[src/design/core_pkg.sv]
// Shared definitions for the bridge-facing console shell.
// Region codes, buffer sizes, sync delay, command opcodes and the
// structs that carry the bridge, loader stream and video signals.

package core_pkg;

  ////////////////////////////////////////////////////////////////////////////
  // address map and sizes

  // upper nibble of the rom download window
  localparam logic [3:0] ROM_REGION = 4'h1;
  // upper nibble of the save window
  localparam logic [3:0] SAVE_REGION = 4'h2;
  // upper byte of the host command window
  localparam logic [7:0] CMD_REGION = 8'hF8;

  localparam int SAVE_WORDS = 256;
  // word index comes from address bits 9:2
  localparam int SAVE_AW = 8;

  // clocks from a sampled hsync edge to the output pulse
  localparam int HS_DELAY = 7;

  // host command opcodes
  localparam logic [15:0] CMD_REQUEST_WRITE = 16'h0082;
  localparam logic [15:0] CMD_ALL_COMPLETE = 16'h0080;

  ////////////////////////////////////////////////////////////////////////////
  // bus and stream types

  // one bridge write word, seen as big-endian bytes or as a command
  typedef union packed {
    logic [3:0][7:0] bytes;
    struct packed {
      logic [15:0] opcode;
      logic [15:0] slot_id;
    } cmd;
  } bridge_word_u;

  typedef struct packed {
    logic [31:0]  addr;
    logic         rd;
    logic         wr;
    bridge_word_u wr_data;
  } bridge_req_t;

  typedef struct packed {
    logic       wr;
    logic [7:0] dout;
  } rom_stream_t;

  typedef struct packed {
    logic        hblank;
    logic        vblank;
    logic        hs;
    logic        vs;
    logic [23:0] rgb;
  } game_video_t;

  typedef struct packed {
    logic        de;
    logic        hs;
    logic        vs;
    logic [23:0] rgb;
  } shell_video_t;

endpackage

[src/design/video_sync_shaper.sv]
// Video output shaping for the scaler.
// Data enable follows the blanking inputs, pixels are zeroed outside
// the active area, vsync becomes a one clock pulse and hsync a one
// clock pulse delayed by a fixed count.
`timescale 1ns/1ps

module video_sync_shaper (
  input  logic                   clk_74a,
  input  logic                   rst_n,
  input  core_pkg::game_video_t  game,
  output core_pkg::shell_video_t shell
);

  localparam int CNT_W = $clog2(core_pkg::HS_DELAY + 1);

  logic             hs_prev;
  logic             vs_prev;
  logic [CNT_W-1:0] hs_cnt;
  logic             active;

  assign active = !(game.hblank || game.vblank);

  ////////////////////////////////////////////////////////////////////////////
  // sync edges and output registers

  always_ff @(posedge clk_74a or negedge rst_n) begin
    if (!rst_n) begin
      hs_prev <= 1'b0;
      vs_prev <= 1'b0;
      hs_cnt  <= '0;
      shell   <= '0;
    end else begin
      hs_prev   <= game.hs;
      vs_prev   <= game.vs;
      shell.de  <= active;
      shell.rgb <= active ? game.rgb : 24'd0;
      shell.vs  <= game.vs && !vs_prev;
      shell.hs  <= hs_cnt == CNT_W'(1);

      // a new hsync edge restarts the delay
      if (game.hs && !hs_prev)
        hs_cnt <= CNT_W'(core_pkg::HS_DELAY);
      else if (hs_cnt != '0)
        hs_cnt <= hs_cnt - CNT_W'(1);
    end
  end

endmodule

[config.mk]
export PLATFORM = sky130hd
export DESIGN_NAME = video_sync_shaper
export DESIGN_NICKNAME = d
export VERILOG_FILES = /design/src/design/core_pkg.sv /design/src/design/video_sync_shaper.sv
export SDC_FILE = /design/constraint.sdc
export NUM_CORES = 1
export LEC_CHECK = 0
export BUFFER_PORTS_ARGS = -buffer_cell sky130_fd_sc_hd__buf_2
export CORE_MARGIN = 5
export CORE_UTILIZATION = 43
export DETAILED_ROUTE_END_ITERATION = 8
export PLACE_DENSITY = 0.88
export SETUP_SLACK_MARGIN = 0.05
export SYNTH_ARGS = -nofsm -noshare
export SYNTH_HDL_FRONTEND = slang
export SYNTH_SLANG_ARGS = --single-unit
[constraint.sdc]
create_clock -name clk_74a -period 1.3 [get_ports clk_74a]
set_input_delay 0 -clock clk_74a [delete_from_list [all_inputs] [get_ports clk_74a]]
set_output_delay 0 -clock clk_74a [all_outputs]
set_load 0.005 [all_outputs]
==> flow_results.org <==
** Clocking
- Buffer cell driving the clock tree root :: clkbuf_4
- TritonCTS built the clock tree.
- The clock net in this run drives a total of 32 sinks.
- The number of clock buffers added by TritonCTS is 5.
- The H-tree was split into 2 levels.
- Clock input transition at the sequential cells of the worst setup and hold paths :: 110 ps
- Number of buffers on the longest clock path :: 2
- At the later pin of the worst-skew pair, clock insertion delay measures 330 ps.

** Logic synthesis
- Library cell occupying the most area in the post-synthesis netlist :: dfrtp_1
- The share of the Yosys chip area taken by registers is 72.9%.
- Post-Syn Nets :: 108
- Yosys instantiated no cell more often than dfrtp_1.
- The most used flip-flop cell after synthesis is dfrtp_1.
- Yosys attributes the largest share of cell area to dfrtp_1 73%, and2_1 14%, ha_1 3.4%.
- Mean cell area of the mapped netlist :: 14.6 µm²
- In this run, synthesis inferred 0 flip-flops with an integrated enable.
- Counting flops with an async set or reset pin after synthesis yields a share of 100%.
- For this run, the number of Yosys warnings is 0.
- The synthesized design contains 32 register bits.
- Cell count after synthesis :: 75
- Proportion of netlist area held by the largest area contributor :: 72.9%
- The commonest cells after synthesis are 32 x dfrtp_1, 24 x and2_1, 3 x ha_1.
- In this run the cell area of the synthesized design comes to 1100 µm².
- Count of unique library cells instantiated by Yosys :: 16

** Cells and area
- Compared with the post-synthesis result, the final layout area differs by 61.4%.
- Fraction of layout cells with a size suffix above 1 :: 43.1%
- Fill cells in the final layout number 148.
- The count of cells in the finished layout, fillers not included, comes to 197.
- Final instance area :: 1770 µm²
- 0 antenna diodes ended up in the layout.
- Net total in the final layout :: 199

** Die
- Area of the placeable core :: 2450 µm²
- Starting density of the core :: 44.8%
- From bottom edge to top edge, the die measures 60.5 µm.
- Full die area :: 3670 µm²
- DIE WIDTH :: 60.5 µm
- Top-Level Pins :: 57
- Standard-cell rows :: 18

** Power and ir drop
- Peak VDD IR :: 0.00114 V
- The analysis attributes to cell leakage a power of 0.986 nW.
- Power per cell area :: 1260 nW/µm²
- Total power after layout :: 2.23 mW

** Setup path
- Type of the setup path with the least slack :: reg -> reg
- STA classifies the critical path startpoint as a register.
- Required time at the worst-slack endpoint :: 1570 ps
- Worst endpoint data arrival time :: 1460 ps
- The largest single stage delay on the critical path is 390 ps.
- STA classifies the critical path endpoint as a register.
- Crit-path cells :: inv_1 -> ha_2 -> nand2b_4 -> mux2_4 -> nand2_2
- In this run the worst path has a maximum fanout of 2.
- Critical Path Slowest Stage Cell :: dfrtp_1

** STA
- Final hold viol count :: 0
- Based on the critical path, the design can be clocked at up to 840 MHz.
- For the pin with the worst max-slew slack, the measured transition is 669 ps.
- Summed over all failing endpoints, the final setup total negative slack is 0 ps.
- Setup violations remaining at the end of the flow were counted as 0.
- Slew Limit Headroom :: 55.4%
- Tcrit/Tclk final :: 91.6%
- The final count of pins violating max slew was 0.
- Setup repair after global routing left no endpoint under its margin.
- Clock period minus worst slack :: 1190 ps
- Across the routed clock network, the largest skew measured is 8.52 ps.

** Placed design
- The count of buffers added on input and output ports is 56.
- Number of placed instances, taps included :: 159
- At the end of routability-driven placement, the weighted congestion stood at 0.700.
- Detailed placement finished with a half-perimeter wire length of 1580 µm.
- Dpl cell area :: 1410 µm²

** Drt
- Final ANT Viol Nets :: 0
- Via Count :: 899
- Summed over all layers, the routed wires come to 3320 µm.
- Average wire per cell in the routed design :: 16.8 µm
- Post-route DRC violation count :: 0
- After detailed routing, the number of vias per cell comes to 4.56.
- First drt pass iteration count :: 4
- 1st-iter DRT viols :: 10

** Worst hold path
- In this run the worst hold path is classified as in -> async.

** Global route
- Global routing used 22.0% of the available tracks.
- For this run the aggregate overflow at the end of global routing stands at 0.
- Initial antenna violation count :: 0
- The via count of the first global-routing pass came to 1,097.
- The first global-routing pass estimated 5440 µm of wire.
- Maximum number of pins on one net before global-route repair :: 33

** Run
- Across the run, the number of max-cap violations was 0.

** Run status
- Status :: finished clean
[cell type report]
type / instances / area (µm²) / share of cell area (%)
Tap cell: 30 / 37.5 / 2.12
Timing Repair Buffer: 86 / 578 / 32.6
Sequential cell: 32 / 801 / 45.2
Clock buffer: 6 / 51.3 / 2.89
Inverter: 2 / 7.51 / 0.423
Clock inverter: 2 / 10.0 / 0.565
Multi-Input combinational cell: 39 / 288 / 16.2
[layer usage]
metal  global-route usage [%]  vias to the layer above  part of all wire, %
met5                        0                        -                    0
met4                     11.5                        0                  3.6
met2                     40.0                       44                   55
met3                     7.45                       13                  8.4
met1                     22.2                      435                   33
li1                         -                      407                    -
[flip-flops by register name, indices dropped and copies added, names as in the netlist]
name / flops
vs_prev: 1
shell: 27
hs_prev: 1
hs_cnt: 3
[report_power, final]
part,internal (mW),switching [mW],leakage (nW)
registers,1.08,0.0427,0.418
clock network,0.257,0.345,0.0380
logic,0.290,0.219,0.530
total,1.63,0.607,0.986
[kinds of logic after synthesis]
| logic type | Yosys count | share of synthesized area, % |
|---|---|---|
| xor+xnor | 1 | 0.797 |
| buf+inv | 4 | 1.59 |
| flops | 32 | 72.9 |
| fa+ha+maj | 3 | 3.42 |
| simple gates | 33 | 19.0 |
| mux | 2 | 2.28 |
[timing repair]
item / in CTS / in global routing
endpoints found under the setup margin: 1 / 6
gates resized for setup: 0 / 3
buffers inserted: 1 / 0
hold endpoints to repair: 63 / 0
hold buffers: 29 / 0
pin swaps: 0 / 0
[through the flow]
| stage | setup slack [ps] | util, % | hold WS, ps |
|---|---|---|---|
| after floorplan | 157 | - | -296 |
| after global placement | 145 | 57.3 | 59.0 |
| after detailed placement | 87.9 | 57.3 | 73.6 |
| after CTS | 69.9 | 71.9 | 247 |
| after global routing | 44.8 | 72.2 | 300 |
| final | 110 | 72.2 | 215 |
[final timing paths]
check,from,endpoint,slack (ps),cells past startpoint
max,hs_cnt[0]$_DFFE_PN0P_,hs_cnt[1]$_DFFE_PN0P_,110,5
min,rst_n,shell[23]$_DFF_PN0_,220,2
max reg2reg,hs_cnt[0]$_DFFE_PN0P_,hs_cnt[1]$_DFFE_PN0P_,110,5
min reg2reg,vs_prev$_DFF_PN0_,shell[24]$_DFF_PN0_,390,1
max in group asynchronous,rst_n,shell[21]$_DFF_PN0_,630,2
min in group clk_74a,game[25],hs_prev$_DFF_PN0_,330,2
[worst max-delay path, delay by kind of cell (launching register included)]
kind	cells	cell delay, ps
buffers and inverters	1	80
AND/OR/NAND/NOR	2	130
adder cells (fa/ha/maj)	1	210
flip-flops	1	390
multiplexers	1	300
[placed cells by master, fill, tap and decap left out]
master,count
nand2b_4,1
nor2_4,1
and2_1,24
buf_2,56
nor2b_1,1
nand2_1,2
dlygate4sd3_1,29
nor2_1,1
mux2i_1,1
clkinv_2,2
xnor2_1,1
inv_2,1
inv_1,1
nand2b_1,1
ha_1,2
clkbuf_8,1
mux2_4,1
buf_4,1
nand2_2,1
ha_2,1
dfrtp_1,32
clkbuf_4,5
and2b_2,1
Power figures use the tool's default switching activity.
