**config.mk**
```make
export PLATFORM = sky130hd
export DESIGN_NAME = rom_byte_streamer
export DESIGN_NICKNAME = d
export VERILOG_FILES = /design/src/design/core_pkg.sv /design/src/design/rom_byte_streamer.sv
export SDC_FILE = /design/constraint.sdc
export NUM_CORES = 1
export LEC_CHECK = 0
export ABC_AREA = 1
export BUFFER_PORTS_ARGS = -buffer_cell sky130_fd_sc_hd__buf_2
export CORE_ASPECT_RATIO = 1.1
export CORE_MARGIN = 4
export CORE_UTILIZATION = 40
export CTS_CLUSTER_DIAMETER = 200
export DETAILED_ROUTE_END_ITERATION = 10
export PLACE_DENSITY_LB_ADDON = 0.12
export SYNTH_ARGS = -nofsm -noshare
export SYNTH_HDL_FRONTEND = slang
export SYNTH_SLANG_ARGS = --single-unit
```
**constraint.sdc**
```tcl
create_clock -name clk_74a -period 3.4 [get_ports clk_74a]
set_input_delay 0.68 -clock clk_74a [delete_from_list [all_inputs] [get_ports clk_74a]]
set_output_delay 0.68 -clock clk_74a [all_outputs]
set_load 0.03 [all_outputs]
```
**src/design/core_pkg.sv**
```systemverilog
// Shared definitions for the bridge-facing console shell.
// Region codes, buffer sizes, sync delay, command opcodes and the
// structs that carry the bridge, loader stream and video signals.

package core_pkg;

  ////////////////////////////////////////////////////////////////////////////
  // address map and sizes

  // upper nibble of the rom download window
  localparam logic [3:0] ROM_REGION = 4'h1;
  // upper nibble of the save window
  localparam logic [3:0] SAVE_REGION = 4'h2;
  // upper byte of the host command window
  localparam logic [7:0] CMD_REGION = 8'hF8;

  localparam int SAVE_WORDS = 256;
  // word index comes from address bits 9:2
  localparam int SAVE_AW = 8;

  // clocks from a sampled hsync edge to the output pulse
  localparam int HS_DELAY = 7;

  // host command opcodes
  localparam logic [15:0] CMD_REQUEST_WRITE = 16'h0082;
  localparam logic [15:0] CMD_ALL_COMPLETE = 16'h0080;

  ////////////////////////////////////////////////////////////////////////////
  // bus and stream types

  // one bridge write word, seen as big-endian bytes or as a command
  typedef union packed {
    logic [3:0][7:0] bytes;
    struct packed {
      logic [15:0] opcode;
      logic [15:0] slot_id;
    } cmd;
  } bridge_word_u;

  typedef struct packed {
    logic [31:0]  addr;
    logic         rd;
    logic         wr;
    bridge_word_u wr_data;
  } bridge_req_t;

  typedef struct packed {
    logic       wr;
    logic [7:0] dout;
  } rom_stream_t;

  typedef struct packed {
    logic        hblank;
    logic        vblank;
    logic        hs;
    logic        vs;
    logic [23:0] rgb;
  } game_video_t;

  typedef struct packed {
    logic        de;
    logic        hs;
    logic        vs;
    logic [23:0] rgb;
  } shell_video_t;

endpackage

```
**src/design/rom_byte_streamer.sv**
```systemverilog
// Turns 32-bit bridge writes into the rom region into a byte stream.
// Bytes leave most significant first, one per clock, four clocks per word.
`timescale 1ns/1ps

module rom_byte_streamer (
  input  logic                   clk_74a,
  input  logic                   rst_n,
  input  core_pkg::bridge_req_t  req,
  output core_pkg::rom_stream_t  rom
);

  logic                   rom_hit;
  logic                   busy;
  logic [1:0]             byte_cnt;
  core_pkg::bridge_word_u word_q;
  logic                   wr_q;
  logic [7:0]             dout_q;

  assign rom_hit = req.wr && (req.addr[31:28] == core_pkg::ROM_REGION);

  // control state
  always_ff @(posedge clk_74a or negedge rst_n) begin
    if (!rst_n) begin
      busy     <= 1'b0;
      byte_cnt <= 2'd0;
      wr_q     <= 1'b0;
    end else begin
      wr_q <= busy;
      if (busy) begin
        byte_cnt <= byte_cnt - 2'd1;
        // last byte goes out on this edge
        if (byte_cnt == 2'd0)
          busy <= 1'b0;
      end else if (rom_hit) begin
        busy     <= 1'b1;
        byte_cnt <= 2'd3;
      end
    end
  end

  // word holding and byte select
  always_ff @(posedge clk_74a) begin
    if (!busy && rom_hit)
      word_q <= req.wr_data;
    if (busy)
      dout_q <= word_q.bytes[byte_cnt];
  end

  assign rom = '{wr: wr_q, dout: dout_q};

  // host keeps rom writes far enough apart
  a_no_write_while_busy: assert property (
    @(posedge clk_74a) disable iff (!rst_n) rom_hit |-> !busy
  );

endmodule

```
==> results list <==
- Die H: 76.7 um
* Clock-pin transition on the worst setup and hold timing paths: ~0.080 ns
- Total inserted antenna cells: 0
* Setup Total Neg Slack: 0 ns
- Setup repair after global routing missed its margin: false
- Number of nets with antenna violations after detailed routing: 0
* Total routing usage reported by global routing: 11.3%
- The post-route netlist has 47.8% of its cells at a drive strength greater than 1.
- The share of the Yosys chip area taken by registers is approximately three quarters.
- Number of hold violations in the final report: 0
- The finished layout holds ~210 standard cells, fillers aside.
- Transition time at the pin with the least slew margin: 0.684 ns
- The completed layout was analyzed and its total power is around 1500 uW.
* Slew HR: between 50 and 60%
- The count of buffers added on input and output ports is 47.
- The number of different library cells used by synthesis comes to 19.
* Layer with the highest usage: met2
* Layout-stage area growth over the synthesis result: 21.8%
* Die X-Extent: 70.4 um
* Net Switching: ~460 uW
- Cell internal power was estimated by the tool at 1020 uW.
* Combinational share of power: roughly a quarter
- The count of pins over their slew limit was 0.
- The number of nets handed over by synthesis was 176.
- For this design, the sink count on the clock tree is 44.
* Netlist Area Pre-Place: 0.00171 mm2
* Total Nets Final: between 200 and 250
* Global-route track usage on met1: 12.1%
- In this run the count of I/O pins placed on the die edge is 77.
- Crit share post-route: 46.3%
* CTS Buffer Depth: 2
- Initial Utilization: between 40% and 50%
- Synth Register Bits: 44
* Number of fill cells: ~370
- TritonCTS built the clock tree.
* Remaining design rule violation count: 0
- The worst hold path belongs to the class in2async.
- Root buffer selected by CTS: sky130_fd_sc_hd__clkbuf_8
* Fmax: 0.635 GHz
- Leakage power figure: 0.000810 uW
- In this run the standard cell core region covers 0.00405 mm2.
- Highest ir drop seen on vdd: 0.291 mV
* Half-perimeter wire length after placement: 2030 um
- For this run, global-route usage on met2 was measured as 20.2%.
- Number of global-route vias before repair: 977
* Min Clock Period, post-route: 1.58 ns
* Req. time, crit path: 3.58 ns
* Placed Instances: 203
* Antenna violations before repair: 0
- M3 GR Usage: under 10%
* Vias per cell: about 4.6
* # Max-Cap Violations: 0
- CTS Buf Count: 5
* Register cell area after layout: 0.00130 mm2
- The floorplan step defined a die boundary enclosing 0.00540 mm2.
* Worst-Skew Late Latency: 0.29 ns
- In the final layout, the multi-input gates occupy 338 um2.
- # hold bufs at CTS: 0
* Wire length of the first global-routing pass: between 4000 and 5000 um
* Total of cells resized after clock tree synthesis: 0
- Final setup violating endpoints: 0
- Category of the worst setup path capture point: flip-flop
* Endpoint arrival time on the critical path: 1.76 ns
- Final routed wire length divided by cell count: about 14 um
* Synthesized instance count: 107
* First-pass iteration count of the detailed router: 4
- Setup Skew: 0.00349 ns
* # Post-CTS Setup Buffers: 0
* Result of the run: finished, final reports clean
- Switching share of power: 31.4%
- Average size of a mapped cell: 16.0 um2
- Row count: 24
- The total overflow left after global routing is 0.
* Total Wirelength: 3000 um
- Yosys printed 0 warnings.
- Critical path class: reg2reg
* Deepest level of the CTS H-tree: 2
* DR iter-0 viols: 47
- Power spread over the standard cell area amounts to 709 mW/mm2.
* Via count: 981
* Maximum net fanout on the critical path: 18
- Entering global routing, the biggest net connects 19 pins.
* Placer congestion estimate: between 0.6 and 0.7
- The worst setup path is launched from a flip-flop.
- Sequential fraction of design power: between 40% and 50%
* Proportion of power drawn by the clock network: a little over a quarter
## metal layers
metal | share of wire (%) | vias up
li1 | - | 491
met1 | 38 | 458
met2 | 56 | 28
met3 | 5.9 | 4
met4 | 0.83 | 0
met5 | 0 | -
## state kept, by name, summed over array words and instances (netlist names)
| signal | count |
|---|---|
| busy | 1 |
| dout_q | 8 |
| wr_q | 1 |
| byte_cnt | 2 |
| word_q | 32 |
## area by class of cell
type,count,share of cell area [%]
clock buffer,5,3.30
clock inverter,3,2.04
inverter,4,1.08
multi-input combinational,54,16.2
sequential,44,62.3
tap,52,3.12
timing repair buffer,49,12.0
## kinds of logic (layout without fill, tap and decap cells)
logic type                 Yosys count  after routing  synth area share [%]
DFF                                 44             44                  75.9
adders and majority gates            1              1                 0.730
buffers and inverters                9             61                  4.53
and+or+nand+nor                     28             28                  7.74
AOI/OAI and AO/OA                   24             24                  10.5
muxes                                1              1                 0.584
## cells in the mapped netlist
master	number	area (um2)
sky130_fd_sc_hd__mux2i_1	1	10.0
sky130_fd_sc_hd__dfrtp_1	4	100
sky130_fd_sc_hd__inv_1	2	7.51
sky130_fd_sc_hd__nand3_1	2	10.0
sky130_fd_sc_hd__ha_1	1	12.5
sky130_fd_sc_hd__edfxtp_1	40	1200
sky130_fd_sc_hd__o21ai_0	15	75.1
sky130_fd_sc_hd__o21ai_1	1	5.00
sky130_fd_sc_hd__inv_2	1	3.75
sky130_fd_sc_hd__buf_12	1	20.0
sky130_fd_sc_hd__nor2_1	11	41.3
sky130_fd_sc_hd__buf_6	2	22.5
sky130_fd_sc_hd__inv_8	1	11.3
sky130_fd_sc_hd__buf_2	1	5.00
sky130_fd_sc_hd__nor2_2	7	43.8
sky130_fd_sc_hd__nand2_1	7	26.3
sky130_fd_sc_hd__nor2_4	1	11.3
sky130_fd_sc_hd__buf_4	1	7.51
sky130_fd_sc_hd__o22ai_2	8	100
## stage by stage
stage | cell area, um2 | util [%] | hold WS (ns) | setup slack (ns)
3_5_place_dp | 1980 | 48.8 | 0.488 | 1.62
2_1_floorplan | 1710 | - | 0.384 | 0.708
3_3_place_gp | 1980 | 48.8 | 0.483 | 1.65
6_report | 2090 | 51.5 | 0.177 | 1.82
5_1_grt | 2090 | 51.5 | 0.161 | 1.70
4_1_cts | 2090 | 51.5 | 0.165 | 1.79
## power by group through the flow
stage          sequential [uW]  clock [uW]  combinational, uW
6_report                   737         388                355
5_1_grt                    751         422                387
4_1_cts                    741         403                361
3_5_place_dp               754           0                360
3_3_place_gp               752           0                345
2_1_floorplan              730           0                329
## worst max-delay path: stages, from the launching register on
cell and delay [ns]:
sky130_fd_sc_hd__dfrtp_1 0.79, sky130_fd_sc_hd__inv_8 0.16, sky130_fd_sc_hd__ha_1 0.33, sky130_fd_sc_hd__nand2_1 0.05, sky130_fd_sc_hd__nand2_1 0.09, sky130_fd_sc_hd__nand2_1 0.05
## layout by cell type, fill, tap and decap left out
master / count
sky130_fd_sc_hd__o21ai_0: 15
sky130_fd_sc_hd__edfxtp_1: 40
sky130_fd_sc_hd__buf_2: 47
sky130_fd_sc_hd__clkinvlp_4: 1
sky130_fd_sc_hd__buf_4: 2
sky130_fd_sc_hd__nor2_2: 8
sky130_fd_sc_hd__clkinv_2: 1
sky130_fd_sc_hd__nor2_4: 1
sky130_fd_sc_hd__clkbuf_8: 5
sky130_fd_sc_hd__inv_8: 1
sky130_fd_sc_hd__mux2i_1: 1
sky130_fd_sc_hd__nand3_1: 2
sky130_fd_sc_hd__o22ai_2: 8
sky130_fd_sc_hd__dfrtp_1: 4
sky130_fd_sc_hd__inv_1: 2
sky130_fd_sc_hd__inv_2: 1
sky130_fd_sc_hd__o21ai_1: 1
sky130_fd_sc_hd__nand2_1: 7
sky130_fd_sc_hd__nor2_1: 10
sky130_fd_sc_hd__ha_1: 1
sky130_fd_sc_hd__bufinv_16: 1
## worst paths after layout
| path | startpoint | endpoint | slack, ns | depth (start not counted) |
|---|---|---|---|---|
| min in group clk_74a | req[25] | word_q[25] | 0.56 | 1 |
| setup / recovery | byte_cnt[0] | byte_cnt[1] | 1.82 | 5 |
| max in group asynchronous | rst_n | byte_cnt[0] | 3.11 | 1 |
| hold reg to reg | word_q[7] | dout_q[7] | 0.58 | 2 |
| hold / removal | rst_n | byte_cnt[1] | 0.18 | 1 |
| setup reg to reg | byte_cnt[0] | byte_cnt[1] | 1.82 | 5 |
Power figures use the tool's default switching activity.
