## src/design/core_pkg.sv

```systemverilog
// Shared definitions for the bridge-facing console shell.
// Region codes, buffer sizes, sync delay, command opcodes and the
// structs that carry the bridge, loader stream and video signals.

package core_pkg;

  ////////////////////////////////////////////////////////////////////////////
  // address map and sizes

  // upper nibble of the rom download window
  localparam logic [3:0] ROM_REGION = 4'h1;
  // upper nibble of the save window
  localparam logic [3:0] SAVE_REGION = 4'h2;
  // upper byte of the host command window
  localparam logic [7:0] CMD_REGION = 8'hF8;

  localparam int SAVE_WORDS = 256;
  // word index comes from address bits 9:2
  localparam int SAVE_AW = 8;

  // clocks from a sampled hsync edge to the output pulse
  localparam int HS_DELAY = 7;

  // host command opcodes
  localparam logic [15:0] CMD_REQUEST_WRITE = 16'h0082;
  localparam logic [15:0] CMD_ALL_COMPLETE = 16'h0080;

  ////////////////////////////////////////////////////////////////////////////
  // bus and stream types

  // one bridge write word, seen as big-endian bytes or as a command
  typedef union packed {
    logic [3:0][7:0] bytes;
    struct packed {
      logic [15:0] opcode;
      logic [15:0] slot_id;
    } cmd;
  } bridge_word_u;

  typedef struct packed {
    logic [31:0]  addr;
    logic         rd;
    logic         wr;
    bridge_word_u wr_data;
  } bridge_req_t;

  typedef struct packed {
    logic       wr;
    logic [7:0] dout;
  } rom_stream_t;

  typedef struct packed {
    logic        hblank;
    logic        vblank;
    logic        hs;
    logic        vs;
    logic [23:0] rgb;
  } game_video_t;

  typedef struct packed {
    logic        de;
    logic        hs;
    logic        vs;
    logic [23:0] rgb;
  } shell_video_t;

endpackage

```

## src/design/bridge_read_mux.sv

```systemverilog
// Bridge read data path.
// Latches the region of a read strobe, then registers the matching
// source one clock later. Unmapped regions read as zero.
`timescale 1ns/1ps

module bridge_read_mux (
  input  logic                  clk_74a,
  input  logic                  rst_n,
  input  core_pkg::bridge_req_t req,
  input  logic [31:0]           save_word,
  input  logic [31:0]           status_word,
  output logic [31:0]           rd_data
);

  logic rd_pend;
  logic hit_save;
  logic hit_cmd;

  always_ff @(posedge clk_74a or negedge rst_n) begin
    if (!rst_n) begin
      rd_pend  <= 1'b0;
      hit_save <= 1'b0;
      hit_cmd  <= 1'b0;
      rd_data  <= 32'd0;
    end else begin
      rd_pend  <= req.rd;
      hit_save <= req.addr[31:28] == core_pkg::SAVE_REGION;
      hit_cmd  <= req.addr[31:24] == core_pkg::CMD_REGION;
      // save word was registered on the strobe edge
      if (rd_pend)
        rd_data <= hit_save ? save_word : (hit_cmd ? status_word : 32'd0);
    end
  end

  a_rd_wr_exclusive: assert property (
    @(posedge clk_74a) disable iff (!rst_n) !(req.rd && req.wr)
  );

endmodule

```

## config.mk

```make
export PLATFORM = sky130hd
export DESIGN_NAME = bridge_read_mux
export DESIGN_NICKNAME = d
export VERILOG_FILES = /design/src/design/core_pkg.sv /design/src/design/bridge_read_mux.sv
export SDC_FILE = /design/constraint.sdc
export NUM_CORES = 1
export LEC_CHECK = 0
export BUFFER_PORTS_ARGS = -buffer_cell sky130_fd_sc_hd__buf_2
export CORE_MARGIN = 3
export CORE_UTILIZATION = 30
export CTS_CLUSTER_SIZE = 14
export DETAILED_ROUTE_END_ITERATION = 6
export HOLD_SLACK_MARGIN = 0.08
export PLACE_DENSITY = 0.71
export SLEW_MARGIN = 20
export SYNTH_ARGS = -nofsm -noshare
export SYNTH_HDL_FRONTEND = slang
export SYNTH_SLANG_ARGS = --single-unit
```

## constraint.sdc

```tcl
create_clock -name clk_74a -period 1.68 [get_ports clk_74a]
set_clock_uncertainty 0.05 [all_clocks]
set_input_delay 0.168 -clock clk_74a [delete_from_list [all_inputs] [get_ports clk_74a]]
set_output_delay 0.168 -clock clk_74a [all_outputs]
set_load 0.02 [all_outputs]
```

==> results of run 1 <==
==> synthesized netlist by cell type, drive strengths merged <==
cell type  instances
a31oi             32
buf               17
dfrtp             35
nand2             32
nand2b             1
nand3b            32
nand4              1
nor2              32
nor4               1
nor4b              1
==> how the worst min path moves through the flow <==
stage | from | depth (start not counted) | to
floorplan | rst_n | 0 | hit_cmd$_DFF_PN0_
global placement | rst_n | 1 | rd_data[11]$_DFFE_PN0P_
detailed placement | rst_n | 1 | rd_data[11]$_DFFE_PN0P_
CTS | save_word[31] | 3 | rd_data[31]$_DFFE_PN0P_
global route | save_word[16] | 3 | rd_data[16]$_DFFE_PN0P_
finish | save_word[24] | 3 | rd_data[24]$_DFFE_PN0P_
==> sequential cells by signal, indices dropped and copies added, names as in the netlist <==
signal	count
rd_data	32
rd_pend	1
hit_cmd	1
hit_save	1
==> layer usage <==
metal	track usage	vias to the layer above	wire length [um]	share of wire
met5	0	-	0	0
met4	0.0405	0	32	0.0074
met3	0.0421	2	396	0.091
met2	0.227	72	2050	0.47
met1	0.137	760	1860	0.43
li1	-	860	-	-
==> final cells by class <==
type                    count  area, sq um  share of cell area
multi-input cells         132          708               0.293
well taps                  70         87.6              0.0363
flip-flops and latches     35          877               0.363
clock inverters             1         5.00             0.00207
clock buffers               6         82.6              0.0342
repair buffers            120          653               0.271
==> per-stage QoR <==
step / std cells / hold slack [ns] / power (mW) / instance area, sq um / setup WS [ns]
2_1_floorplan: 184 / -0.178 / 1.12 / 1700 / 0.671
3_3_place_gp: 350 / 0.0636 / 1.29 / 2260 / 0.598
3_5_place_dp: 350 / 0.0658 / 1.30 / 2260 / 0.585
4_1_cts: 364 / 0.0821 / 1.92 / 2410 / 0.173
5_1_grt: 364 / 0.0869 / 1.99 / 2410 / 0.104
6_report: 364 / 0.0941 / 1.88 / 2410 / 0.164
==> power by group <==
group	switching (mW)	internal [mW]
logic	0.200	0.155
registers	0.0309	0.903
clock network	0.273	0.321
total	0.504	1.38
==> critical path, stage by stage <==
cell and delay [ns]:
dlygate4sd3_1 0.53, buf_2 0.13, nor4b_1 0.28, dlygate4sd3_1 0.58
==> cell families (layout without fill, tap and decap cells) <==
kind of cell | after synthesis | in the layout | share of synthesized area
AND/OR/NAND/NOR | 100 | 100 | 0.299
flip-flops | 35 | 35 | 0.516
AO/OA/AOI/OAI | 32 | 32 | 0.118
buffers and inverters | 17 | 127 | 0.0664
==> metrics.yaml, run 1 <==
p_per_area_mw_per_mm2: 780
fill_cells: 536
syn_area_sq_mm: 0.00170
yosysWarningCount: 0
syn-num-nets: 316
num_rows: 26
cp.required_ns: 1.85
ys_seq_elements: 35
startpoint: "req[62]"
first_pass_iters: 4
grt.total_usage: 0.125
netlist_instances: 184
regToRegStartpoint: "hit_save$_DFF_PN0_"
place_congestion: 0.693
die_height_um: 81.2
ctsResizeCount: 0
fp.dieW_um: 81.2
rsz0062_at_grt: "false"
finalSetupViolCount: 0
cts.sinks: 35
slew_viol_final: 0
layout_common_cells: "buf_2 (106), dfrtp_1 (34)"
portBuffers: 106
core_sq_mm: 0.00530
path_class: "input port to register"
period_minus_slack_ns: 1.52
worst_pin_slew_ns: 0.388
area_growth_pct: 42.3
cp_data_arrival_time_ns: 1.68
io_pins: 164
ff2ff_path_depth: 3
ir_worst_vdd_v: 0.000297
endpoint_kind: "register"
yosys.cell_types.count: 12
rr_endpoint: "rd_data[0]$_DFFE_PN0P_"
grt_max_degree: 38
regToRegSetupSlack_ns: 0.58
die_area_sq_mm: 0.00659
maxCapViolations: 0
drive_gt1_frac: 0.412
globalRouteOverflowTotal: 0
dp_hpwl_um: 3190
cts_buffers: 5
tns_ns: 0
synth_area_leaders: "dfrtp_1 (52%), nand3b_1 (14%), a31oi_1 (12%), nand2_1 (7.1%), nor2_1 (7.1%)"
num_vias: 1694
drt-total-wl_um: 4330
postCtsSetupBuffers: 0
cp_max_fo: 2
final_util: 0.455
finalHoldViolCount: 0
status: "completed"
yosysSeqAreaShare: 0.516
hold_buffers: 7
mostFrequentLayoutCell: "buf_2"
tritoncts: "done"
via_per_inst: 4.65
fmax_mhz: 660
htree_levels: 2
clkLatencyLatePin_ns: 0.27
cts_root_buf: "clkbuf_8"
cts_buffer_depth: 2
yosysTopAreaCellShare: 0.516
power_leakage_nw: 1.13
grt_antenna_before_repair: 0
wire_per_inst_um: 11.9
clk_pin_slew_ns: 0.07
first_global_vias: 1514
relSlewSlack: 0.741
fin_nets: 426
yosysTopAreaCell: "dfrtp_1"
drtAntennaViolNets: 0
grt_pass1_wl_um: 6460
diodes: 0
post-route-period-util: 0.902
hold_path.class: "input port to register"
drtIter0Drc: 79
crit_end: "hit_save$_DFF_PN0_"
avgSynthCellArea_sq_um: 9.22
drc: 0
start_util: 0.320
critPathLaunchType: "input port"
(Power assumes the default switching activity.)
==> inputs of run 2 (changes only) <==
RECOVER_POWER = 50   (was unset)
==> run 2 against run 1 <==
Via count up 1.2%. Critical path depth stayed put. Count of clock-buffer cells in the layout unchanged. Combinational power decreased by 5%. Hold slack barely moved. Non-clock buffer count unchanged. Fmax barely moved. First-iteration DRC count down 3.8%. Sequential cell count stayed put. Global-route usage unchanged. Critical path type unchanged. Largest cell class unchanged.
==> metrics.yaml, run 2 (synthesis gave the netlist of run 1 again) <==
drive_gt1_frac: 0.299
power_leakage_nw: 1.03
core_sq_mm: 0.00530
route.met3.wl_um: 402
critPathLaunchType: "input port"
fill_cells: 561
cp_common_cell: "dlygate4sd3_1"
crit_slowest_cell: "dlygate4sd3_1"
comb_power_share: 0.181
top_layer: "met4"
finalHoldViolCount: 0
layout_common_cells: "buf_2 (73), dfrtp_1 (34), clkbuf_1 (33)"
mostFrequentLayoutCell: "buf_2"
worst_pin_slew_ns: 0.938
place_ws_ns: 0.585
place_congestion: 0.693
ctsResizeCount: 0
die_height_um: 81.2
multi_input_area_sq_um: 708
hold_buffers: 7
slew_viol_final: 0
cts.sinks: 35
drt-total-wl_um: 4350
via_per_inst: 4.71
start_util: 0.320
seq_area_sq_um: 877
htree_levels: 2
area_growth_pct: 39.8
diodes: 0
globalRouteOverflowTotal: 0
p_clk_frac: 0.318
wl_met2_um: 2050
cp_cell_sequence: "dlygate4sd3_1 > buf_2 > nor4b_1 > dlygate4sd3_1"
dp_hpwl_um: 3190
ff2ff_path_depth: 3
cpPeakStageDelay_ns: 0.58
grt_max_degree: 38
status: "completed"
cp_data_arrival_time_ns: 1.68
maxCapViolations: 0
io_pins: 164
m1WireLength_um: 1860
hold_path.class: "input port to register"
relSlewSlack: 0.375
min_delay_path_depth: 3
p_per_area_mw_per_mm2: 788
regToRegStartpoint: "hit_save$_DFF_PN0_"
p_total_mw: 1.87
drtIter0Drc: 76
final_util: 0.447
switching_share: 0.271
cts_buffers: 5
p_sw_uw: 506
path_class: "input port to register"
clkLatencyLatePin_ns: 0.27
num_vias: 1715
grt.total_usage: 0.125
rr_endpoint: "rd_data[0]$_DFFE_PN0P_"
first_pass_iters: 4
regToRegSetupSlack_ns: 0.58
largest_reg_flops: 32
cp_max_fo: 2
fp.dieW_um: 81.2
finalSetupViolCount: 0
ir_worst_vdd_v: 0.000297
setup_slack_ns: 0.164
cp.required_ns: 1.85
cts_buffer_depth: 2
rsz0062_at_grt: "false"
fin_nets: 426
drc: 0
tns_ns: 0
portBuffers: 106
clk_pin_slew_ns: 0.07
tritoncts: "done"
p_seq_frac: 0.501
postCtsSetupBuffers: 0
hold_slack_ns: 0.0941
min_to: "rd_data[24]$_DFFE_PN0P_"
startpoint: "req[62]"
num_rows: 26
period_minus_slack_ns: 1.52
min-delay-start: "save_word[24]"
grt_pass1_wl_um: 6460
fmax_mhz: 660
cts_root_buf: "clkbuf_8"
endpoint_kind: "register"
post-route-period-util: 0.902
p_int_mw: 1.36
wire_per_inst_um: 11.9
die_area_sq_mm: 0.00659
first_global_vias: 1514
regMostFlops: "rd_data"
grt_antenna_before_repair: 0
drtAntennaViolNets: 0
## run 2: per-stage QoR
stage	cells	area [sq um]
floorplan	184	1700
global placement	350	2260
detailed placement	350	2260
CTS	364	2410
global route	364	2370
finish	364	2370
## run 2: final cells by class
type,instances,area share
Tap cell,70,0.0369
Multi-Input combinational cell,132,0.299
Timing Repair Buffer,120,0.258
Sequential cell,35,0.370
Clock inverter,1,0.00211
Clock buffer,6,0.0348
## run 2: worst max path at each step
stage | endpoint | slack, ns | cells after the start
after floorplan | rd_data[23]$_DFFE_PN0P_ | 0.67 | 4
after CTS | hit_save$_DFF_PN0_ | 0.17 | 4
final | hit_save$_DFF_PN0_ | 0.16 | 4
after global routing | hit_cmd$_DFF_PN0_ | 0.06 | 3
after detailed placement | rd_data[20]$_DFFE_PN0P_ | 0.59 | 3
after global placement | rd_data[11]$_DFFE_PN0P_ | 0.60 | 3
## run 2: critical path: cells and delay by family
family	cells	cell delay [ns]
AND/OR/NAND/NOR	1	0.28
buffers and inverters	3	1.24
## run 2: metal layers
metal | vias to the layer above | global-route usage
li1 | 859 | -
met1 | 780 | 0.137
met2 | 74 | 0.227
met3 | 2 | 0.0421
met4 | 0 | 0.0405
met5 | - | 0
## run 2: power groups by stage
stage          registers, mW  clock network [mW]  logic (mW)
2_1_floorplan           1.02                   0      0.0999
3_3_place_gp           0.947                   0       0.348
3_5_place_dp           0.949                   0       0.352
4_1_cts                0.934               0.621       0.361
5_1_grt                0.943               0.658       0.375
6_report               0.936               0.594       0.338
