File: config.mk
export PLATFORM = sky130hd
export DESIGN_NAME = host_cmd_status
export DESIGN_NICKNAME = d
export VERILOG_FILES = /design/src/design/core_pkg.sv /design/src/design/host_cmd_status.sv
export SDC_FILE = /design/constraint.sdc
export NUM_CORES = 1
export LEC_CHECK = 0
export BUFFER_PORTS_ARGS = -buffer_cell sky130_fd_sc_hd__buf_4
export CAP_MARGIN = 20
export CELL_PAD_IN_SITES_DETAIL_PLACEMENT = 0
export CELL_PAD_IN_SITES_GLOBAL_PLACEMENT = 2
export CORE_UTILIZATION = 18
export DETAILED_ROUTE_END_ITERATION = 12
export PLACE_DENSITY = 0.87
export SYNTH_ARGS = -nofsm -noshare
export SYNTH_HDL_FRONTEND = slang
export SYNTH_SLANG_ARGS = --single-unit
export TNS_END_PERCENT = 1
File: constraint.sdc
create_clock -name clk_74a -period 1.53 [get_ports clk_74a]
set_input_delay 0.2295 -clock clk_74a [delete_from_list [all_inputs] [get_ports clk_74a]]
set_output_delay 0.2295 -clock clk_74a [all_outputs]
set_load 0.02 [all_outputs]
File: src/design/core_pkg.sv
// Shared definitions for the bridge-facing console shell.
// Region codes, buffer sizes, sync delay, command opcodes and the
// structs that carry the bridge, loader stream and video signals.

package core_pkg;

  ////////////////////////////////////////////////////////////////////////////
  // address map and sizes

  // upper nibble of the rom download window
  localparam logic [3:0] ROM_REGION = 4'h1;
  // upper nibble of the save window
  localparam logic [3:0] SAVE_REGION = 4'h2;
  // upper byte of the host command window
  localparam logic [7:0] CMD_REGION = 8'hF8;

  localparam int SAVE_WORDS = 256;
  // word index comes from address bits 9:2
  localparam int SAVE_AW = 8;

  // clocks from a sampled hsync edge to the output pulse
  localparam int HS_DELAY = 7;

  // host command opcodes
  localparam logic [15:0] CMD_REQUEST_WRITE = 16'h0082;
  localparam logic [15:0] CMD_ALL_COMPLETE = 16'h0080;

  ////////////////////////////////////////////////////////////////////////////
  // bus and stream types

  // one bridge write word, seen as big-endian bytes or as a command
  typedef union packed {
    logic [3:0][7:0] bytes;
    struct packed {
      logic [15:0] opcode;
      logic [15:0] slot_id;
    } cmd;
  } bridge_word_u;

  typedef struct packed {
    logic [31:0]  addr;
    logic         rd;
    logic         wr;
    bridge_word_u wr_data;
  } bridge_req_t;

  typedef struct packed {
    logic       wr;
    logic [7:0] dout;
  } rom_stream_t;

  typedef struct packed {
    logic        hblank;
    logic        vblank;
    logic        hs;
    logic        vs;
    logic [23:0] rgb;
  } game_video_t;

  typedef struct packed {
    logic        de;
    logic        hs;
    logic        vs;
    logic [23:0] rgb;
  } shell_video_t;

endpackage

File: src/design/host_cmd_status.sv
// Host command decoder for the command window.
// Request-write starts a download and all-complete ends it. The status
// word reports the download flag and the last slot id.
`timescale 1ns/1ps

module host_cmd_status (
  input  logic                  clk_74a,
  input  logic                  rst_n,
  input  core_pkg::bridge_req_t req,
  output logic                  download,
  output logic [31:0]           status_word
);

  logic        cmd_wr;
  logic        req_write_seen;
  logic [15:0] slot_id;

  assign cmd_wr = req.wr && (req.addr[31:24] == core_pkg::CMD_REGION);
  assign req_write_seen = cmd_wr &&
                          (req.wr_data.cmd.opcode == core_pkg::CMD_REQUEST_WRITE);

  always_ff @(posedge clk_74a or negedge rst_n) begin
    if (!rst_n) begin
      download <= 1'b0;
      slot_id  <= 16'd0;
    end else if (cmd_wr) begin
      case (req.wr_data.cmd.opcode)
        core_pkg::CMD_REQUEST_WRITE: begin
          download <= 1'b1;
          slot_id  <= req.wr_data.cmd.slot_id;
        end
        core_pkg::CMD_ALL_COMPLETE: begin
          download <= 1'b0;
        end
        // unknown opcodes leave state alone
        default: ;
      endcase
    end
  end

  assign status_word = {download, 15'd0, slot_id};

  a_download_needs_request: assert property (
    @(posedge clk_74a) disable iff (!rst_n) $rose(download) |-> $past(req_write_seen)
  );

endmodule

==> metrics.md, run 1 <==
| Metric | Value |
|---|---|
| Result of the run | finished with violations |
| Violated checks | negative setup slack |
| Starting DRC count in detailed routing | 11 |
| Synth warnings | 0 |
| Internal portion of total power | between 700 and 800 uW |
| Wirelength, routed | between 2000 and 2500 um |
| Number of setup violations in the final report | 16 |
| Max_cap viols | 0 |
| Number of buffers created by CTS | 3 |
| Deepest clock path buffer count | 2 |
| Synth area leaders | sky130_fd_sc_hd__dfrtp_1 (48%), sky130_fd_sc_hd__mux2_4 (15%), sky130_fd_sc_hd__buf_4 (14%) |
| Most common cell after layout, fill and taps aside | sky130_fd_sc_hd__buf_4 |
| Capturing element type of the critical path | flop |
| Post-synthesis cell type count | 17 |
| CTS H-tree lvls | 1 |
| Fill cell count | 489 |
| Final HPWL DP | 1760 um |
| Share of the yosys chip area belonging to registers | 48.0% |
| Net switching fraction of the power | between 20% and 30% |
| Global route overflow | 0 |
| DR vias | a little under 700 |
| Count of buffers inserted at the top-level ports | 60 |
| Biggest area consumer among synthesized cells | sky130_fd_sc_hd__dfrtp_1 |
| Sw power | 202 uW |
| WL per Instance | approximately 11 um |
| Clock insertion delay at the later pin of the skew report | about 0.24 ns |
| Initial core utilization | 18.8% |
| Post-route clock skew | 0 ns |
| Area of the die | 0.00521 mm2 |
| Timing-limited maximum frequency | roughly 0.6 GHz |
| Pin count of the biggest net entering global routing | 18 |
| Setup crit start kind | primary input |
| Post-route clock period utilization | 109% |
| Placeable core region | around 0.0047 mm2 |
| Hold violation count in the final report | 0 |
| Area added between synthesis and finish | 68.8% |
| Depth of the worst hold-timing path | 2 |
| Worst vdd rail ir drop | approximately 0.21 mV |
| Synth Area per Inst | ~14 um2 |
| Sequential cell fraction of total power | between 40% and 50% |
| Worst r2r path cells | 1 |
| Max FO, Critical Path | 7 |
| Setup TNS | -2.21 ns |
| Final weighted congestion of routability-driven global placement | 0.676 |
| Number of design rule violations left after detail routing | 0 |
| Worst Path Required | around 1.7 ns |
| Power density normalized to cell area | 611 mW/mm2 |
| Fraction of synthesized cell area taken by the top area cell type | between 40% and 50% |
| Clock tree from TritonCTS | done |
| Final worst slack | -0.141 ns |
| Antenna Cells | 0 |
| Clk root buf | sky130_fd_sc_hd__clkbuf_8 |
| Post-detailed-route via-to-cell ratio | 3.54 |
| Clk sinks | 17 |
| GRT Util Overall | 8.12% |
| Number of synthesized register bits | 17 |
| Post-Route Hold Slack | 0.210 ns |
| Overall die width | 72.2 um |
| Shortest clock period the worst path allows after layout | ~1.7 ns |
| RSZ-0062 raised after global routing | yes |
| Net count of the finished layout | 198 |
| Power share of the clock group | between 30% and 40% |
| Share of total power in combinational logic | about 15% |
| Critical path start-end classification | primary input to flop |
| Leak Pwr | 0.000842 uW |
| Clock transition at the registers of the reported paths | 0.06 ns |
| Number of pins exceeding their max-slew limit in the final report | 0 |
| Synthesized netlist cell count | between 60 and 70 |
| Type of the tightest min-delay check | primary input to flop |
| Standard-cell rows | 25 |
| Via count of the first global-routing pass | 699 |
| Share of layout cells above drive strength 1 | about two thirds |
| Global-route wire length before repair | between 3000 and 4000 um |
| Area of the mapped netlist | between 800 and 900 um2 |
| Antenna violations before repair | 0 |
| Arrival time at the worst endpoint | roughly 1.8 ns |
| Antenna viol nets, final | 0 |
| Die Y | between 70 and 80 um |
| Commonest cells after routing, fill and taps aside | sky130_fd_sc_hd__buf_4 (61), sky130_fd_sc_hd__dfrtp_1 (17), sky130_fd_sc_hd__mux2_4 (16) |
| Router iterations before antenna repair | 4 |
| Number of top-level pins | between 100 and 150 |
-- path summary, 6_finish.rpt --
kind | from | endpoint | slack, ns
hold / removal | req[0] | slot_id[0] | 0.21
min in group asynchronous | rst_n | slot_id[4] | 0.38
setup / recovery | req[22] | slot_id[10] | -0.14
setup reg to reg | slot_id[14] | slot_id[14] | 0.77
hold reg to reg | slot_id[7] | slot_id[7] | 0.51
max in group asynchronous | rst_n | slot_id[11] | 0.96
-- cell usage after synthesis --
| master | n |
|---|---|
| sky130_fd_sc_hd__dfrtp_1 | 17 |
| sky130_fd_sc_hd__mux2_4 | 9 |
| sky130_fd_sc_hd__a31o_1 | 1 |
| sky130_fd_sc_hd__or4_1 | 1 |
| sky130_fd_sc_hd__nand4bb_1 | 1 |
| sky130_fd_sc_hd__buf_6 | 1 |
| sky130_fd_sc_hd__nor4_4 | 1 |
| sky130_fd_sc_hd__conb_1 | 1 |
| sky130_fd_sc_hd__nor4_1 | 1 |
| sky130_fd_sc_hd__nand2_1 | 1 |
| sky130_fd_sc_hd__inv_1 | 1 |
| sky130_fd_sc_hd__buf_4 | 16 |
| sky130_fd_sc_hd__or4b_1 | 1 |
| sky130_fd_sc_hd__nor4b_1 | 1 |
| sky130_fd_sc_hd__nand4b_1 | 1 |
| sky130_fd_sc_hd__nand4_4 | 1 |
| sky130_fd_sc_hd__mux2_1 | 7 |
-- metal layers --
layer	part of all wire, %	wire [um]	vias up	track usage, %
li1	-	-	321	-
met1	38	832	322	9.08
met2	52	1120	47	14.1
met3	9.5	206	4	3.19
met4	0.55	12	0	2.61
met5	0	0	-	0
-- timing repair --
item,in CTS,in global routing
pin swaps,1,3
resized for setup,3,12
buffers inserted,0,1
hold buffers,1,0
endpoints found under the setup margin,16,16
endpoints found under the hold margin,17,0
-- metrics by stage --
stage | utilization [%] | worst slack, ns | instance area [um2] | cells | power, uW
floorplan | - | -0.323 | 946 | 76 | 528
CTS | 30.5 | -0.123 | 1440 | 195 | 934
global placement | 29.1 | -0.386 | 1380 | 190 | 589
detailed placement | 29.1 | -0.417 | 1380 | 190 | 592
finish | 31.7 | -0.141 | 1500 | 196 | 914
global route | 31.7 | -0.175 | 1500 | 196 | 979
-- flip-flops by register name, indices dropped and copies added (netlist names) --
register  flops
download      1
slot_id      16
-- critical path, cell delays in order --
cell and delay [ns]:
sky130_fd_sc_hd__buf_6 0.09, sky130_fd_sc_hd__or4_4 0.53, sky130_fd_sc_hd__nor4_4 0.30, sky130_fd_sc_hd__nand4_4 0.17
sky130_fd_sc_hd__buf_8 0.18, sky130_fd_sc_hd__mux2_4 0.29
-- cells by family after synthesis --
family / Yosys count / synth area share, %
other: 1 / 0.423
AND/OR/NAND/NOR: 9 / 11.2
flip-flops: 17 / 48.0
buffers and inverters: 18 / 15.3
AO/OA/AOI/OAI: 1 / 0.989
multiplexers: 16 / 24.2
-- power groups by stage --
stage | Sequential [uW] | Clock [uW] | Combinational (uW)
finish | 450 | 325 | 139
global placement | 458 | 0 | 132
floorplan | 458 | 0 | 69.8
global route | 449 | 380 | 150
CTS | 449 | 347 | 137
detailed placement | 458 | 0 | 134
-- layout make-up --
| type | count | area (um2) | area share (%) |
|---|---|---|---|
| repair buffers | 66 | 526 | 35.1 |
| clock buffers | 4 | 45.0 | 3.01 |
| well taps | 67 | 83.8 | 5.61 |
| flip-flops and latches | 17 | 425 | 28.5 |
| multi-input cells | 41 | 412 | 27.5 |
| inverters | 1 | 3.75 | 0.251 |
Power figures use the tool's default switching activity.
==> inputs of run 2 (changes only) <==
Settings changed: BUFFER_PORTS_ARGS -buffer_cell sky130_fd_sc_hd__buf_4 to -buffer_cell sky130_fd_sc_hd__buf_2, CAP_MARGIN 20 to not set.
==> metrics.md, run 2 (synthesis gave the netlist of run 1 again) <==
| Metric | Value |
|---|---|
| Post-detailed-route via-to-cell ratio | around 3.4 |
| Number of setup violations in the final report | 16 |
| Setup crit start kind | primary input |
| Area added between synthesis and finish | 48.7% |
| Net count of the finished layout | between 150 and 200 |
| Starting DRC count in detailed routing | 26 |
| Max FO, Critical Path | 17 |
| Shortest clock period the worst path allows after layout | 1.65 ns |
| Postcts setup bufs | 0 |
| GRT Util Overall | roughly 7.7% |
| Post-route clock skew | 0 ns |
| RSZ-0062 raised after global routing | yes |
| Post-route clock period utilization | 108% |
| Largest regs | slot_id (16), download (1) |
| Fill cell count | ~500 |
| Critical path start-end classification | primary input to flop |
| Number of buffers created by CTS | 3 |
| Power density normalized to cell area | between 600 and 700 mW/mm2 |
| Critical-path cell list | buf_6, or4_4, nor4_4, nand4_4, buf_12, mux2_1 |
| Capturing element type of the critical path | flop |
| Antenna viol nets, final | 0 |
| Commonest cells after routing, fill and taps aside | sky130_fd_sc_hd__buf_2 (59), sky130_fd_sc_hd__dfrtp_1 (17), sky130_fd_sc_hd__mux2_4 (15), sky130_fd_sc_hd__conb_1 (15), sky130_fd_sc_hd__clkbuf_8 (3) |
| Number of flip-flops in the largest register | 16 |
| Type of the tightest min-delay check | primary input to flop |
| Number of pins exceeding their max-slew limit in the final report | 0 |
| Antenna violations before repair | 0 |
| Pin count of the biggest net entering global routing | 18 |
| Number of design rule violations left after detail routing | 0 |
| Deepest clock path buffer count | 2 |
| Timing-limited maximum frequency | 0.605 GHz |
| Largest incremental delay on the critical path | 0.53 ns |
| Clock tree from TritonCTS | done |
| Worst vdd rail ir drop | 0.372 mV |
| Overall die width | 72.2 um |
| Initial core utilization | a little under a fifth |
| Placeable core region | 0.00472 mm2 |
| Result of the run | finished with violations |
| Global route overflow | 0 |
| Via count of the first global-routing pass | 650 |
| Final HPWL DP | around 1600 um |
| Share of layout cells above drive strength 1 | between 60% and 70% |
| Clk sinks | 17 |
| Wirelength, routed | 1910 um |
| Number of top-level pins | slightly above 100 |
| Standard-cell rows | 25 |
| CTS H-tree lvls | 1 |
| Antenna Cells | 0 |
| Area of the die | 0.00521 mm2 |
| Die Y | 72.2 um |
| Max_cap viols | 0 |
| Post-Route Hold Slack | 0.202 ns |
| Hold violation count in the final report | 0 |
| Count of buffers inserted at the top-level ports | 60 |
| Most common cell after layout, fill and taps aside | sky130_fd_sc_hd__buf_2 |
| Router iterations before antenna repair | 4 |
| Clock insertion delay at the later pin of the skew report | 0.24 ns |
| Clk root buf | sky130_fd_sc_hd__clkbuf_8 |
| Arrival time at the worst endpoint | between 1.5 and 2 ns |
| Clock transition at the registers of the reported paths | roughly 0.060 ns |
| Violated checks | negative setup slack |
| Setup TNS | -1.78 ns |
| Leak Pwr | between 0.0007 and 0.0008 uW |
| WL per Instance | ~9.9 um |
| Final weighted congestion of routability-driven global placement | ~0.66 |
| Critical path's slowest cell | sky130_fd_sc_hd__or4_4 |
| Top reg by flops | slot_id |
| Worst Path Required | around 1.7 ns |
| Final worst slack | -0.122 ns |
| Global-route wire length before repair | approximately 3100 um |
| DR vias | 662 |
[run 2: changes by cell type in the layout (fill, tap and decap cells not counted), sizes merged]
| cell | change |
|---|---|
| buf | -2 |
[run 2: critical path, delay by kind of cell]
kind	cells	cell delay [ns]
simple gates	3	0.96
buf+inv	2	0.28
mux	1	0.31
[run 2: through the flow]
step / setup slack (ns) / utilization [%] / std cells / instance area [um2] / total power [uW]
global route: -0.167 / 27.9 / 194 / 1320 / 935
CTS: -0.137 / 27.3 / 194 / 1290 / 894
finish: -0.122 / 27.9 / 194 / 1320 / 875
detailed placement: -0.419 / 26.0 / 189 / 1230 / 561
global placement: -0.378 / 26.0 / 189 / 1230 / 560
floorplan: -0.323 / - / 76 / 946 / 528
[run 2: routing by layer]
metal / global-route usage (%) / part of all wire, % / up-vias
met2: 13.1 / 49 / 45
met4: 1.96 / 0.42 / 0
met5: 0 / 0 / -
met3: 3.19 / 9.2 / 2
met1: 8.88 / 42 / 298
li1: - / - / 317
[run 2: report_power, final]
| group | leakage [uW] | switching (uW) | total, uW | internal [uW] |
|---|---|---|---|---|
| logic | 0.000532 | 59.7 | 107 | 47.7 |
| registers | 0.000232 | 0.000557 | 450 | 450 |
| clock network | 0.0000228 | 134 | 318 | 184 |
| total | 0.000787 | 194 | 875 | 681 |
[run 2: final cells by class]
class	instances	area [um2]	area share [%]
inverters	1	3.75	0.285
clock buffers	4	45.0	3.42
well taps	67	83.8	6.36
flip-flops and latches	17	425	32.3
repair buffers	64	352	26.7
multi-input cells	41	408	31.0
[run 2: final timing paths]
path	start	endpoint	slack, ns	cells past startpoint
max	req[16]	slot_id[11]	-0.12	6
min in group asynchronous	rst_n	slot_id[15]	0.44	2
max reg2reg	slot_id[11]	slot_id[11]	0.76	1
min	req[11]	slot_id[11]	0.20	2
min reg2reg	slot_id[11]	slot_id[11]	0.50	1
max in group asynchronous	rst_n	slot_id[2]	0.81	2
[run 2: repair_timing]
action	4_1_cts	5_1_grt
endpoints found under the hold margin	17	0
hold buffers	1	0
pin swaps	0	0
gates cloned	0	0
endpoints found under the setup margin	16	16
resized for setup	1	7
==> inputs of run 3 (changes only) <==
Settings changed: CORE_MARGIN set to 2.
==> metrics.md, run 3 (synthesis gave the netlist of run 1 again) <==
| Metric | Value |
|---|---|
| Critical path's slowest cell | sky130_fd_sc_hd__or4_4 |
| Commonest cells after routing, fill and taps aside | sky130_fd_sc_hd__buf_2 (59), sky130_fd_sc_hd__dfrtp_1 (17), sky130_fd_sc_hd__conb_1 (15) |
| Share of layout cells above drive strength 1 | between 60% and 70% |
| Router iterations before antenna repair | 2 |
| DR vias | 661 |
| Number of buffer and inverter stages on the critical path | 2 |
| Violated checks | negative setup slack |
| Clk root buf | sky130_fd_sc_hd__clkbuf_8 |
| Max_cap viols | 0 |
| Number of pins exceeding their max-slew limit in the final report | 0 |
| Number of setup violations in the final report | 16 |
| Number of buffers created by CTS | 3 |
| Overall die width | 74.2 um |
| Max FO, Critical Path | 17 |
| Hold violation count in the final report | 0 |
| Pin count of the biggest net entering global routing | 18 |
| RSZ-0062 raised after global routing | yes |
| Antenna Cells | 0 |
| Number of design rule violations left after detail routing | 0 |
| Clock transition at the registers of the reported paths | ~0.060 ns |
| Area of the die | roughly 0.0055 mm2 |
| Timing-limited maximum frequency | 0.610 GHz |
| Post-detailed-route via-to-cell ratio | roughly 3.4 |
| Setup TNS | -1.54 ns |
| Capturing element type of the critical path | flop |
| Most common cell after layout, fill and taps aside | sky130_fd_sc_hd__buf_2 |
| Critical-path cell list | buf_6, or4_4, nor4_4, nand4_4, buf_12, mux2_1 |
| Antenna viol nets, final | 0 |
| Arrival time at the worst endpoint | ~1.8 ns |
| GRT Util Overall | under 10% |
| Initial core utilization | between 10% and 20% |
| Net count of the finished layout | slightly below 200 |
| Final weighted congestion of routability-driven global placement | 0.608 |
| Starting DRC count in detailed routing | 8 |
| Setup crit start kind | primary input |
| Worst vdd rail ir drop | between 0.4 and 0.5 mV |
| Placement Cell Area | ~0.0012 mm2 |
| Global-route wire length before repair | between 2000 and 3000 um |
| Postcts setup bufs | 0 |
| Global route overflow | 0 |
| Die Y | 74.2 um |
| Clock tree from TritonCTS | done |
| Post-route clock period utilization | 107% |
| Placeable core region | roughly 0.0047 mm2 |
| CTS H-tree lvls | 1 |
| Number of top-level pins | slightly above 100 |
| Standard-cell rows | 25 |
| Clock insertion delay at the later pin of the skew report | about 0.24 ns |
| Power density normalized to cell area | between 600 and 700 mW/mm2 |
| Antenna violations before repair | 0 |
| Deepest clock path buffer count | 2 |
| Cell type group with the largest total delay on the critical path | simple AND/OR/NAND/NOR gates |
| Final std cell area, no fill | 0.00131 mm2 |
| Worst Path Required | between 1.5 and 2 ns |
| Post-layout instance count excluding filler cells | 194 |
| WL per Instance | ~9.6 um |
| Result of the run | finished with violations |
| Shortest clock period the worst path allows after layout | 1.64 ns |
| Final HPWL DP | roughly 1500 um |
| Tot Pwr | 879 uW |
| Number of flip-flops in the largest register | 16 |
| Count of buffers inserted at the top-level ports | 60 |
| Leak Pwr | approximately 0.00078 uW |
| Largest regs | slot_id (16), download (1) |
| Clk sinks | 17 |
| Final worst slack | -0.109 ns |
| Top reg by flops | slot_id |
| Largest incremental delay on the critical path | between 0.5 and 0.6 ns |
| Inst Count DP | between 150 and 200 |
| Pre-CTS setup slack | -0.397 ns |
| Via count of the first global-routing pass | 617 |
| Type of the tightest min-delay check | primary input to flop |
| Post-route clock skew | 0 ns |
| Wirelength, routed | between 1500 and 2000 um |
| Area added between synthesis and finish | 47.9% |
| Critical path start-end classification | primary input to flop |
[run 3: report_power, final]
part           internal (uW)  switching, uW  leakage [uW]
sequential               450       0.000558      0.000232
combinational           47.0           59.1      0.000528
clock                    184            139     0.0000228
total                    681            198      0.000783
[run 3: per-stage QoR]
stage	utilization, %	hold WS (ns)
after floorplan	-	-0.0661
after global placement	26.0	0.168
after detailed placement	26.0	0.185
after CTS	27.6	0.187
after global routing	27.7	0.186
final	27.7	0.193
[run 3: area by class of cell]
class                      count  area (um2)
sequential                    17         425
fill                         500        3410
inverter                       1        3.75
timing repair buffer          64         352
tap                           67        83.8
multi-input combinational     41         400
clock buffer                   4        45.0
[run 3: per-layer routing]
metal  global-route usage, %  vias to the layer above  share of wire [%]
met5                       0                        -                  0
met4                    1.21                        0                  0
met3                    3.25                        0                 12
met2                    10.8                       46                 46
met1                    8.21                      295                 41
li1                        -                      320                  -
[run 3: timing repair]
action / 4_1_cts / 5_1_grt
pin swaps: 0 / 0
hold endpoints to repair: 17 / 0
gates resized for setup: 4 / 2
setup endpoints to repair: 16 / 16
hold buffers: 1 / 0
[run 3: path summary, 6_finish.rpt]
| path | from | end | slack, ns | cells after the start |
|---|---|---|---|---|
| max reg2reg | slot_id[15] | slot_id[15] | 0.75 | 1 |
| max in group asynchronous | rst_n | download | 0.82 | 2 |
| max | req[16] | slot_id[15] | -0.11 | 6 |
| min reg2reg | slot_id[7] | slot_id[7] | 0.50 | 1 |
| min | req[7] | slot_id[7] | 0.19 | 2 |
| min in group asynchronous | rst_n | slot_id[3] | 0.44 | 2 |
